**src/source/core_params.svh**
```systemverilog
`ifndef CORE_PARAMS_SVH
`define CORE_PARAMS_SVH

// Memory map seen by the core data bus, one 32-bit word per register
`define ADDR_MAP_BASE     32'hC000_0000

// Read dequeues a task and returns its timestamp
// Write stamps and enqueues the assembled child
`define ADDR_DEQ_TASK     (`ADDR_MAP_BASE + 32'h00)

// Current task fields on read, child fields on write
`define ADDR_TASK_HINT    (`ADDR_MAP_BASE + 32'h04)
`define ADDR_TASK_TTYPE   (`ADDR_MAP_BASE + 32'h08)
`define ADDR_TASK_ARG0    (`ADDR_MAP_BASE + 32'h0C)
`define ADDR_TASK_ARG1    (`ADDR_MAP_BASE + 32'h10)

// Read only
`define ADDR_CORE_ID      (`ADDR_MAP_BASE + 32'h14)

// Write only, data is ignored
`define ADDR_FINISH_TASK  (`ADDR_MAP_BASE + 32'h18)

// Bus word
`define DATA_W            32

// Task fields
`define TS_W              32
`define HINT_W            32
`define TTYPE_W           4
`define ARG_W             32
`define NUM_ARGS          2

// Commit queue bookkeeping
`define SLOT_W            6
`define CHILD_W           3

// Enqueue path sizing
`define ENQ_FIFO_DEPTH    4
`define ENQ_CREDITS       2

`endif

```
**src/source/task_pkg.sv**
```systemverilog
`default_nettype none

`include "core_params.svh"

package task_pkg;

   // Task as exchanged with the commit queue
   typedef struct packed {
      logic [`TS_W-1:0]                ts;
      logic [`HINT_W-1:0]              hint;
      logic [`TTYPE_W-1:0]             ttype;
      logic [`NUM_ARGS*`ARG_W-1:0]     args;
   } task_t;

   // Slot of a running task inside the commit queue
   typedef logic [`SLOT_W-1:0] cq_slot_t;

   // Index of a child among the tasks enqueued by one parent
   typedef logic [`CHILD_W-1:0] child_id_t;

   // Enqueue request, the child plus where it came from
   typedef struct packed {
      task_t     task_data;
      cq_slot_t  slot;
      child_id_t child_id;
   } enq_req_t;

endpackage

`default_nettype wire

```
**src/source/core_bus_pkg.sv**
```systemverilog
`default_nettype none

`include "core_params.svh"

package core_bus_pkg;

   // Data bus payload and address
   typedef logic [`DATA_W-1:0] data_word_t;
   typedef logic [31:0]        bus_addr_t;

   // Control states of the mmio unit
   typedef enum logic [2:0] {
      WAIT_CORE,
      NEXT_TASK,
      INFORM_CQ,
      IO_READ,
      FINISH_TASK
   } unit_state_t;

endpackage

`default_nettype wire

```
**src/source/task_mmio_unit.sv**
```systemverilog
`timescale 1ns/100ps
`default_nettype none

`include "core_params.svh"

module task_mmio_unit #(
   parameter int CORE_ID = 0
) (
   input  wire                           clk,
   input  wire                           rstn,

   input  wire                           cmd_valid,
   input  wire                           cmd_wr,
   input  wire core_bus_pkg::bus_addr_t  cmd_addr,
   input  wire core_bus_pkg::data_word_t cmd_data,
   output logic                          cmd_ready,
   output logic                          rsp_valid,
   output core_bus_pkg::data_word_t      rsp_data,

   output logic                          task_arvalid,
   input  wire                           task_rvalid,
   input  wire task_pkg::task_t          task_rdata,
   input  wire task_pkg::cq_slot_t       task_rslot,

   output logic                          start_task_valid,
   input  wire                           start_task_ready,
   output task_pkg::cq_slot_t            start_task_slot,

   output logic                          finish_task_valid,
   input  wire                           finish_task_ready,
   output task_pkg::cq_slot_t            finish_task_slot,
   output task_pkg::child_id_t           finish_task_num_children,

   output logic                          push_valid,
   output task_pkg::enq_req_t            push_req,
   input  wire                           push_credit
);

   localparam int CRED_W = $clog2(`ENQ_FIFO_DEPTH + 1);

   core_bus_pkg::unit_state_t state;
   core_bus_pkg::unit_state_t state_next;

   task_pkg::task_t          cur_task;
   task_pkg::cq_slot_t       cur_slot;
   core_bus_pkg::bus_addr_t  io_read_addr;

   logic [`HINT_W-1:0]       child_hint;
   logic [`TTYPE_W-1:0]      child_ttype;
   logic [`ARG_W-1:0]        child_arg0;
   logic [`ARG_W-1:0]        child_arg1;
   task_pkg::child_id_t      child_id;

   logic [CRED_W-1:0]        credits;
   logic                     credit_avail;
   logic                     ts_accept;

   // A push already in flight has not been charged yet
   assign credit_avail = credits > CRED_W'(push_valid);

   always_comb begin
      cmd_ready  = 1'b0;
      ts_accept  = 1'b0;
      state_next = state;
      case (state)
         core_bus_pkg::WAIT_CORE: begin
            if (cmd_valid && !cmd_wr) begin
               cmd_ready = 1'b1;
               if (cmd_addr == `ADDR_DEQ_TASK) begin
                  state_next = core_bus_pkg::NEXT_TASK;
               end else begin
                  state_next = core_bus_pkg::IO_READ;
               end
            end else if (cmd_valid && cmd_wr) begin
               case (cmd_addr)
                  `ADDR_DEQ_TASK: begin
                     cmd_ready = credit_avail;
                     ts_accept = credit_avail;
                  end
                  // Held on the bus until the commit queue takes it
                  `ADDR_FINISH_TASK: state_next = core_bus_pkg::FINISH_TASK;
                  default: cmd_ready = 1'b1;
               endcase
            end
         end
         core_bus_pkg::NEXT_TASK: begin
            if (task_rvalid) begin
               state_next = core_bus_pkg::INFORM_CQ;
            end
         end
         core_bus_pkg::INFORM_CQ: begin
            if (start_task_ready) begin
               state_next = core_bus_pkg::IO_READ;
            end
         end
         core_bus_pkg::IO_READ: begin
            state_next = core_bus_pkg::WAIT_CORE;
         end
         core_bus_pkg::FINISH_TASK: begin
            if (finish_task_ready) begin
               cmd_ready  = 1'b1;
               state_next = core_bus_pkg::WAIT_CORE;
            end
         end
         default: state_next = core_bus_pkg::WAIT_CORE;
      endcase
   end

   always_ff @(posedge clk) begin
      if (!rstn) begin
         state      <= core_bus_pkg::WAIT_CORE;
         push_valid <= 1'b0;
         credits    <= CRED_W'(`ENQ_FIFO_DEPTH);
         child_id   <= '0;
      end else begin
         state      <= state_next;
         push_valid <= ts_accept;
         credits    <= credits - CRED_W'(push_valid) + CRED_W'(push_credit);
         if (task_arvalid && task_rvalid) begin
            child_id <= '0;
         end else if (ts_accept) begin
            child_id <= child_id + 1'b1;
         end
      end
   end

   always_ff @(posedge clk) begin
      if (task_arvalid && task_rvalid) begin
         cur_task <= task_rdata;
         cur_slot <= task_rslot;
      end
      if (cmd_valid && cmd_ready && !cmd_wr) begin
         io_read_addr <= cmd_addr;
      end
   end

   // Child fields collect until the timestamp write
   always_ff @(posedge clk) begin
      if (cmd_valid && cmd_ready && cmd_wr) begin
         case (cmd_addr)
            `ADDR_TASK_HINT:  child_hint  <= cmd_data;
            `ADDR_TASK_TTYPE: child_ttype <= cmd_data[`TTYPE_W-1:0];
            `ADDR_TASK_ARG0:  child_arg0  <= cmd_data;
            `ADDR_TASK_ARG1:  child_arg1  <= cmd_data;
            default: ;
         endcase
      end
   end

   always_ff @(posedge clk) begin
      if (ts_accept) begin
         push_req.task_data.ts    <= cmd_data;
         push_req.task_data.hint  <= child_hint;
         push_req.task_data.ttype <= child_ttype;
         push_req.task_data.args  <= {child_arg1, child_arg0};
         push_req.slot            <= cur_slot;
         push_req.child_id        <= child_id;
      end
   end

   always_comb begin
      case (io_read_addr)
         `ADDR_DEQ_TASK:   rsp_data = cur_task.ts;
         `ADDR_TASK_HINT:  rsp_data = cur_task.hint;
         `ADDR_TASK_TTYPE: rsp_data = core_bus_pkg::data_word_t'(cur_task.ttype);
         `ADDR_TASK_ARG0:  rsp_data = cur_task.args[`ARG_W-1:0];
         `ADDR_TASK_ARG1:  rsp_data = cur_task.args[2*`ARG_W-1:`ARG_W];
         `ADDR_CORE_ID:    rsp_data = core_bus_pkg::data_word_t'(CORE_ID);
         default:          rsp_data = '0;
      endcase
   end

   assign rsp_valid                = (state == core_bus_pkg::IO_READ);
   assign task_arvalid             = (state == core_bus_pkg::NEXT_TASK);
   assign start_task_valid         = (state == core_bus_pkg::INFORM_CQ);
   assign finish_task_valid        = (state == core_bus_pkg::FINISH_TASK);
   assign start_task_slot          = cur_slot;
   assign finish_task_slot         = cur_slot;
   assign finish_task_num_children = child_id;

   // The credit is taken at the push, a cycle after the bus let the write in
   a_push_has_credit: assert property (@(posedge clk) disable iff (!rstn)
      push_valid |-> credits != '0);

   // FIFO never hands back more than it holds
   a_credit_bound: assert property (@(posedge clk) disable iff (!rstn)
      credits <= CRED_W'(`ENQ_FIFO_DEPTH));

endmodule

`default_nettype wire

```
**src/source/enq_task_fifo.sv**
```systemverilog
`timescale 1ns/100ps
`default_nettype none

`include "core_params.svh"

module enq_task_fifo (
   input  wire                      clk,
   input  wire                      rstn,

   input  wire                      push_valid,
   input  wire task_pkg::enq_req_t  push_req,
   output logic                     push_credit,

   output logic                     pop_valid,
   output task_pkg::enq_req_t       pop_req,
   input  wire                      pop_credit
);

   localparam int PTR_W = $clog2(`ENQ_FIFO_DEPTH);

   task_pkg::enq_req_t mem [`ENQ_FIFO_DEPTH];

   // Extra top bit tells full from empty
   logic [PTR_W:0] wr_ptr;
   logic [PTR_W:0] rd_ptr;
   logic [PTR_W:0] used;
   logic           empty;
   logic           full;

   // Single credit for the port's holding register
   logic           dn_credit;

   assign used  = wr_ptr - rd_ptr;
   assign empty = (used == '0);
   assign full  = (used == (PTR_W + 1)'(`ENQ_FIFO_DEPTH));

   assign pop_valid   = !empty && dn_credit;
   assign pop_req     = mem[rd_ptr[PTR_W-1:0]];
   assign push_credit = pop_valid;

   always_ff @(posedge clk) begin
      if (push_valid) begin
         mem[wr_ptr[PTR_W-1:0]] <= push_req;
      end
   end

   always_ff @(posedge clk) begin
      if (!rstn) begin
         wr_ptr    <= '0;
         rd_ptr    <= '0;
         dn_credit <= 1'b1;
      end else begin
         if (push_valid) begin
            wr_ptr <= wr_ptr + 1'b1;
         end
         if (pop_valid) begin
            rd_ptr <= rd_ptr + 1'b1;
         end
         dn_credit <= (dn_credit && !pop_valid) || pop_credit;
      end
   end

   // Producer credits must keep it from overrunning the buffer
   a_no_push_full: assert property (@(posedge clk) disable iff (!rstn)
      push_valid |-> !full);

   // Port hands back a credit only for an entry it was given
   a_credit_return: assert property (@(posedge clk) disable iff (!rstn)
      pop_credit |-> !dn_credit || pop_valid);

endmodule

`default_nettype wire

```
**src/source/enq_task_port.sv**
```systemverilog
`timescale 1ns/100ps
`default_nettype none

`include "core_params.svh"

module enq_task_port (
   input  wire                      clk,
   input  wire                      rstn,

   input  wire                      pop_valid,
   input  wire task_pkg::enq_req_t  pop_req,
   output logic                     pop_credit,

   output logic                     task_wvalid,
   output task_pkg::task_t          task_wdata,
   output task_pkg::cq_slot_t       task_cq_slot,
   output task_pkg::child_id_t      task_child_id,
   input  wire                      task_credit
);

   localparam int CRED_W = $clog2(`ENQ_CREDITS + 1);

   logic                hold_valid;
   task_pkg::enq_req_t  hold_req;
   logic                cand_valid;
   task_pkg::enq_req_t  cand_req;
   logic                issue;
   logic [CRED_W-1:0]   credits;

   // A fresh pop goes straight out when a queue credit is on hand
   assign cand_valid = hold_valid || pop_valid;
   assign cand_req   = hold_valid ? hold_req : pop_req;
   assign issue      = cand_valid && (credits != '0);
   assign pop_credit = issue;

   always_ff @(posedge clk) begin
      if (!rstn) begin
         hold_valid  <= 1'b0;
         task_wvalid <= 1'b0;
         credits     <= CRED_W'(`ENQ_CREDITS);
      end else begin
         task_wvalid <= issue;
         credits     <= credits - CRED_W'(issue) + CRED_W'(task_credit);
         if (issue) begin
            hold_valid <= 1'b0;
         end else if (pop_valid) begin
            hold_valid <= 1'b1;
         end
      end
   end

   // Parked until the commit queue returns a credit
   always_ff @(posedge clk) begin
      if (pop_valid && !issue) begin
         hold_req <= pop_req;
      end
   end

   always_ff @(posedge clk) begin
      if (issue) begin
         task_wdata    <= cand_req.task_data;
         task_cq_slot  <= cand_req.slot;
         task_child_id <= cand_req.child_id;
      end
   end

   // Commit queue returns no more credits than it granted
   a_credit_bound: assert property (@(posedge clk) disable iff (!rstn)
      credits <= CRED_W'(`ENQ_CREDITS));

endmodule

`default_nettype wire

```
**src/source/task_core_shell.sv**
```systemverilog
`timescale 1ns/100ps
`default_nettype none

module task_core_shell #(
   parameter int CORE_ID = 0
) (
   input  wire                           clk,
   input  wire                           rstn,

   // Core data bus
   input  wire                           cmd_valid,
   input  wire                           cmd_wr,
   input  wire core_bus_pkg::bus_addr_t  cmd_addr,
   input  wire core_bus_pkg::data_word_t cmd_data,
   output logic                          cmd_ready,
   output logic                          rsp_valid,
   output core_bus_pkg::data_word_t      rsp_data,

   // Dequeue
   output logic                          task_arvalid,
   input  wire                           task_rvalid,
   input  wire task_pkg::task_t          task_rdata,
   input  wire task_pkg::cq_slot_t       task_rslot,

   // Start and finish
   output logic                          start_task_valid,
   input  wire                           start_task_ready,
   output task_pkg::cq_slot_t            start_task_slot,
   output logic                          finish_task_valid,
   input  wire                           finish_task_ready,
   output task_pkg::cq_slot_t            finish_task_slot,
   output task_pkg::child_id_t           finish_task_num_children,

   // Enqueue
   output logic                          task_wvalid,
   output task_pkg::task_t               task_wdata,
   output task_pkg::cq_slot_t            task_cq_slot,
   output task_pkg::child_id_t           task_child_id,
   input  wire                           task_credit
);

   logic                push_valid;
   task_pkg::enq_req_t  push_req;
   logic                push_credit;
   logic                pop_valid;
   task_pkg::enq_req_t  pop_req;
   logic                pop_credit;

   task_mmio_unit #(
      .CORE_ID(CORE_ID)
   ) u_mmio (
      .clk                      (clk),
      .rstn                     (rstn),
      .cmd_valid                (cmd_valid),
      .cmd_wr                   (cmd_wr),
      .cmd_addr                 (cmd_addr),
      .cmd_data                 (cmd_data),
      .cmd_ready                (cmd_ready),
      .rsp_valid                (rsp_valid),
      .rsp_data                 (rsp_data),
      .task_arvalid             (task_arvalid),
      .task_rvalid              (task_rvalid),
      .task_rdata               (task_rdata),
      .task_rslot               (task_rslot),
      .start_task_valid         (start_task_valid),
      .start_task_ready         (start_task_ready),
      .start_task_slot          (start_task_slot),
      .finish_task_valid        (finish_task_valid),
      .finish_task_ready        (finish_task_ready),
      .finish_task_slot         (finish_task_slot),
      .finish_task_num_children (finish_task_num_children),
      .push_valid               (push_valid),
      .push_req                 (push_req),
      .push_credit              (push_credit)
   );

   enq_task_fifo u_fifo (
      .clk         (clk),
      .rstn        (rstn),
      .push_valid  (push_valid),
      .push_req    (push_req),
      .push_credit (push_credit),
      .pop_valid   (pop_valid),
      .pop_req     (pop_req),
      .pop_credit  (pop_credit)
   );

   enq_task_port u_port (
      .clk           (clk),
      .rstn          (rstn),
      .pop_valid     (pop_valid),
      .pop_req       (pop_req),
      .pop_credit    (pop_credit),
      .task_wvalid   (task_wvalid),
      .task_wdata    (task_wdata),
      .task_cq_slot  (task_cq_slot),
      .task_child_id (task_child_id),
      .task_credit   (task_credit)
   );

endmodule

`default_nettype wire

```
**config.mk**
```make
export PLATFORM = sky130hd
export DESIGN_NAME = task_core_shell
export DESIGN_NICKNAME = d
export VERILOG_FILES = /design/src/source/task_pkg.sv /design/src/source/core_bus_pkg.sv /design/src/source/task_mmio_unit.sv /design/src/source/enq_task_fifo.sv /design/src/source/enq_task_port.sv /design/src/source/task_core_shell.sv
export VERILOG_INCLUDE_DIRS = /design/src /design/src/source
export SDC_FILE = /design/constraint.sdc
export NUM_CORES = 1
export LEC_CHECK = 0
export BUFFER_PORTS_ARGS = -buffer_cell sky130_fd_sc_hd__clkbuf_2
export CAP_MARGIN = 10
export CORE_MARGIN = 5
export CORE_UTILIZATION = 30
export CTS_CLUSTER_DIAMETER = 60
export DETAILED_ROUTE_END_ITERATION = 10
export SLEW_MARGIN = 0
export SYNTH_ARGS = -nofsm -noshare
export SYNTH_HDL_FRONTEND = slang
export SYNTH_HIERARCHICAL = 1
export SYNTH_SLANG_ARGS = --single-unit
```
**constraint.sdc**
```tcl
create_clock -name clk -period 8.84 [get_ports clk]
set_input_delay 1.326 -clock clk [delete_from_list [all_inputs] [get_ports clk]]
set_output_delay 1.326 -clock clk [all_outputs]
set_load 0.1 [all_outputs]
```
# After elaboration in Yosys (flattened, before gate mapping)
# Memories as Yosys holds them, arrays and structs flattened. A register that Yosys moved wholly into a read port is not among the register bits.
# Index checks and enable logic that the tools add are counted.
# Widths: inputs -> output; s select.
# word_totals
reg_bits	714
mem_bits_rw	564
out_inout_bits	194
memories	1
# classes
addsub	8
n_lt_le_gt_ge	1
eq_ne	20
mux	23
bitwise	1
n_reduce_logical	26
# memory_table
memory	words	width	read_ports	rd_clocked_by_memory_dff	write_ports	line_no	rtl
u_fifo.mem	4	141	1	1	1	enq_task_fifo.sv:21	task_pkg::enq_req_t mem [`ENQ_FIFO_DEPTH];
# ops
operator	count
$eq 32x32->1 const B	11
$pmux 32 s5	1
$mux 141	1
$mux 3	6
$pmux 3 s4	1
$logic_and 1x1->1	10
$add 3x1->3 const B	3
$mux 1	9
$reduce_and 2->1	4
$eq 3x2->1 const B	2
$logic_not 3->1	2
$mux 2	3
$reduce_and 5->1	1
$logic_not 1->1	4
$ne 2x1->1 const B	2
$pmux 1 s2	2
$reduce_or 2->1	2
$add 3x1->3	1
$eq 3x1->1 const B	1
$eq 3x3->1 const B	1
$gt 3x1->1	1
$ne 3x1->1 const B	1
$ne 3x2->1 const B	1
$sub 3x1->3	1
other kinds (7)	8

# Longest topological paths before layout
# depth
depth_word	8
ltp_mapped	12
mapped_depth_nobuf	12

# By module
# The synthesis kept the hierarchy.
# by_module_without_submodules
mod	instances	cells_each	area_each_um2	seq_area_each_um2
enq_task_fifo	1	787	20828.7	17116.4
task_mmio_unit	1	657	14433.8	12542.0
enq_task_port	1	456	10677.7	8548.2

# Worst setup path before layout
# Ideal clock, no wire load.
# synth_timing
kind	register -> register
start	register u_fifo.wr_ptr[0]
end	register u_port.credits[0]
setup_ps	115
arrival_time_ps	8562
t_required_ps	8725
slack_ps	163
stages_incl_launch_ff	12
synth_period_minus_slack_ps	8677
path_cell_list	dfxtp_1 inv_1 ha_1 nor2b_1 xnor2_1 a31oi_4 nor2_1 nor2_1 ha_1 inv_1 ha_1 and2_1
# synth_between
elab_chain_len	8
# synth_rtl
element	line_no	rtl
from (decl)	enq_task_fifo.sv:24	logic [PTR_W:0] wr_ptr;
from (signal assigned)	enq_task_fifo.sv:54	wr_ptr <= wr_ptr + 1'b1;
$sub 3x3->3	enq_task_fifo.sv:33	assign used = wr_ptr - rd_ptr;
$logic_not 3->1	enq_task_fifo.sv:34	assign empty = (used == '0);
$logic_not 1->1	enq_task_fifo.sv:37	assign pop_valid = !empty && dn_credit;
$logic_and 1x1->1	enq_task_fifo.sv:37	
net pop_valid	task_core_shell.sv:45	logic pop_valid;
$logic_or 1x1->1	enq_task_port.sv:31	assign cand_valid = hold_valid || pop_valid;
$logic_and 1x1->1	enq_task_port.sv:33	assign issue = cand_valid && (credits != '0);
net pop_credit	task_core_shell.sv:47	logic pop_credit;
$sub 2x1->2	enq_task_port.sv:43	credits <= credits - CRED_W'(issue) + CRED_W'(task_credit);
$add 2x1->2	enq_task_port.sv:43	
to (signal assigned)	enq_task_port.sv:40	credits <= CRED_W'(`ENQ_CREDITS);
to (signal assigned)	enq_task_port.sv:43	
to (decl)	enq_task_port.sv:28	logic [CRED_W-1:0] credits;
# The timed path passes the listed nets, and every way through them passes these cells.
# A chain may end at the register's enable or synchronous reset.

# Worst setup path in the final report
# layout_timing
start	register u_mmio.io_read_addr[12]
end	output port rsp_data[7]
# layout_between
elab_chain_len	2
# layout_rtl
element	line_no	rtl
from (decl)	task_mmio_unit.sv:46	core_bus_pkg::bus_addr_t io_read_addr;
from (signal assigned)	task_mmio_unit.sv:133	io_read_addr <= cmd_addr;
$eq 32x32->1	task_mmio_unit.sv:162	case (io_read_addr)
$pmux 32 s5 *	task_mmio_unit.sv:162	
to (decl)	task_core_shell.sv:17	output core_bus_pkg::data_word_t rsp_data,
# Mark *: on every way between the ends. The rest lies on a longest branch, timed or not.

==> run metrics <==
Placer Congestion 0.8046; most used routing layer met2; Total Routed Length 92.91 mm; # fillers 13940; Layout Nets 2632; Post-synth ARST share 0; Reg2Reg Setup Slack 5430 ps; endpoints failing setup 0; maximum vdd ir drop 199.1 uV; Netlist cell types 54; DR pass1 iterations 4; Starting Density 0.3021; Final min period 5067 ps; Slew HR 0.2817; Seq/Total Area, Yosys 0.8317; Min-Delay Path Class reg2reg; post-synth top area cell edfxtp_1; Area growth syn-to-layout 19.54%; Synth Cell Area 0.04594 sq mm; largest cells by area after synthesis edfxtp_1 82%, mux4_2 6.9%, mux2_4 2.6%, mux2_2 1.5%, mux2i_1 1.4%; grt total ovfl 0; Critical Path RT 7510 ps; largest net degree at the start of global routing 82; worst hold slack 395.9 ps; Crit. Startpoint u_mmio/io_read_addr[12]; initial antenna violation count 7; final core occ 0.3611; DRT iter0 DRCs 1182; die area 0.1611 sq mm; Boundary Pins 404; num rows 143; final std cells w/o fill 4553; Avg WL per Cell 20.41 um; Routed Antenna Nets 0; EDFF count, synth 1257; Worst R2R Start u_fifo/wr_ptr[0]; synth warn 6; clk_lat worst skew 760 ps; Clock Skews 31.57 ps; CTS max path bufs 3; Final Max Slew Viols 0; fmax 0.1974 GHz; H-Tree Depth 4; Pwr Density 328.4 mW/mm^2; Arr. time, crit path 3740 ps; root buf cell clkbuf_16; drt drc 0; TritonCTS buffer count 142; Die Wd 401.3 um; Crit. End Element primary output; CORE AREA 0.1521 sq mm; Die Y-Extent 401.3 um; Final HPWL DP 55.81 mm; worst reg-to-reg path cell count 8; RSZ-0062 raised after global routing false; share of cells above drive strength 1 0.3846; commonest non-fill, non-tap cell in the layout edfxtp_1; CTS Hold Bufs 0; Vias 19840; Pleak 18.18 nW; Mapped Cells 1900; clk sinks 1280; post-synth top area share 0.8216; Worst-path clk slew 50 ps; met2 usage 0.1897; Final TNS setup 0 ps; TritonCTS clock tree built; Final Power 0.01804 W; post-synthesis register bit count 1280; critical setup path kind reg2out; Global Route Usage Sum 0.1143; # port buffers 403; period utilisation layout 0.5732; Tightest Pin Transition 1077 ps; vias in the first global route 21150; global-route wire length before repair 138.8 mm; final hold vios 0; Via density 4.358; peak fanout along the critical path 28; most frequent cells in the layout 1257 x edfxtp_1, 403 x clkbuf_2, 143 x clkbuf_16; crit path capture rsp_data[7]; CTS resizes 0; placed insts 4294; Post-CTS Setup Bufs 0; GR Util met1 0.1434; syn avg cell area 24.18 sq um; syn_nets 2124; Max Cap Viol 0; outcome finished, final reports clean; RR Endpoint u_port/hold_req[92]; met3 Use GR 0.03609; ys flop type edfxtp_1; Worst setup SP type flip-flop
layout make-up:
cell class              instances  area, sq um  share of cell area
flip-flops and latches       1280        38220              0.6959
inverters                      14        52.55           0.0009569
well taps                    2030         2540             0.04625
multi-input cells             536         7218              0.1314
clock inverters                94        968.4             0.01763
clock buffers                 164         3657             0.06659
diodes                          1        2.502          0.00004557
repair buffers                434         2262             0.04119
Yosys cell counts (9+ instances only):
cell / n
edfxtp_1: 1257
mux4_2: 141
mux2_4: 80
mux2i_1: 66
mux2_2: 63
buf_2: 28
buf_6: 24
dfxtp_1: 23
nand2_1: 22
o22ai_2: 20
nor2_1: 18
inv_1: 14
ha_1: 13
and2_1: 12
nor4_1: 12
nor2b_1: 9
routing by layer:
metal / share of wire / up-vias
met5: 0.00029 / -
met4: 0.023 / 4
met3: 0.066 / 157
met2: 0.49 / 541
met1: 0.42 / 10260
li1: - / 8880
report_power, final:
group / total, W / internal, W / switching (W)
Sequential: 0.00767 / 0.00743 / 0.000234
Clock: 0.00572 / 0.00327 / 0.00245
Combinational: 0.00465 / 0.00102 / 0.00363
Total: 0.0180 / 0.0117 / 0.00632
registers in the layout, summed over array words and instances, names as in the netlist, 132 cells and up, named ones only:
signal             cells
u_mmio/push_req      141
u_fifo/mem           564
u_port/hold_req      141
u_mmio/cur_task      132
u_port/task_wdata    132
metrics by stage:
stage | cell area, sq um | setup WS [ps]
after global routing | 54920 | 3423
after CTS | 54920 | 3564
final | 54920 | 3773
after detailed placement | 50290 | 4210
after floorplan | 45940 | 162.8
after global placement | 50290 | 4265
worst max-delay path: stages, from the launching register on:
cell and delay [ps]:
edfxtp_1 360, nor4_1 490, nand4_1 220, nor3_4 450, nand2_2 590, o22ai_1 350
clkbuf_2 510
kinds of logic (layout without fill, tap and decap cells):
logic type | count (synthesis) | in the layout | synth area share
fa+ha+maj | 14 | 14 | 0.003976
compound gates | 50 | 50 | 0.01021
other cells | 0 | 1 | 0
mux | 350 | 350 | 0.1251
buf+inv | 84 | 706 | 0.01220
flops | 1280 | 1280 | 0.8317
simple gates | 115 | 115 | 0.01522
xor+xnor | 7 | 7 | 0.001634
worst min-delay path by stage:
stage,from,end,slack (ps),cells past startpoint
final,u_mmio/child_hint[0],u_mmio/push_req[77],400,0
after CTS,u_mmio/child_hint[0],u_mmio/push_req[77],400,0
after floorplan,u_mmio/child_hint[23],u_mmio/push_req[100],400,0
after global routing,u_mmio/child_arg0[6],u_mmio/push_req[15],420,0
after global placement,u_mmio/child_hint[2],u_mmio/push_req[79],400,0
after detailed placement,u_mmio/child_hint[23],u_mmio/push_req[100],400,0
Power figures use the tool's default switching activity.
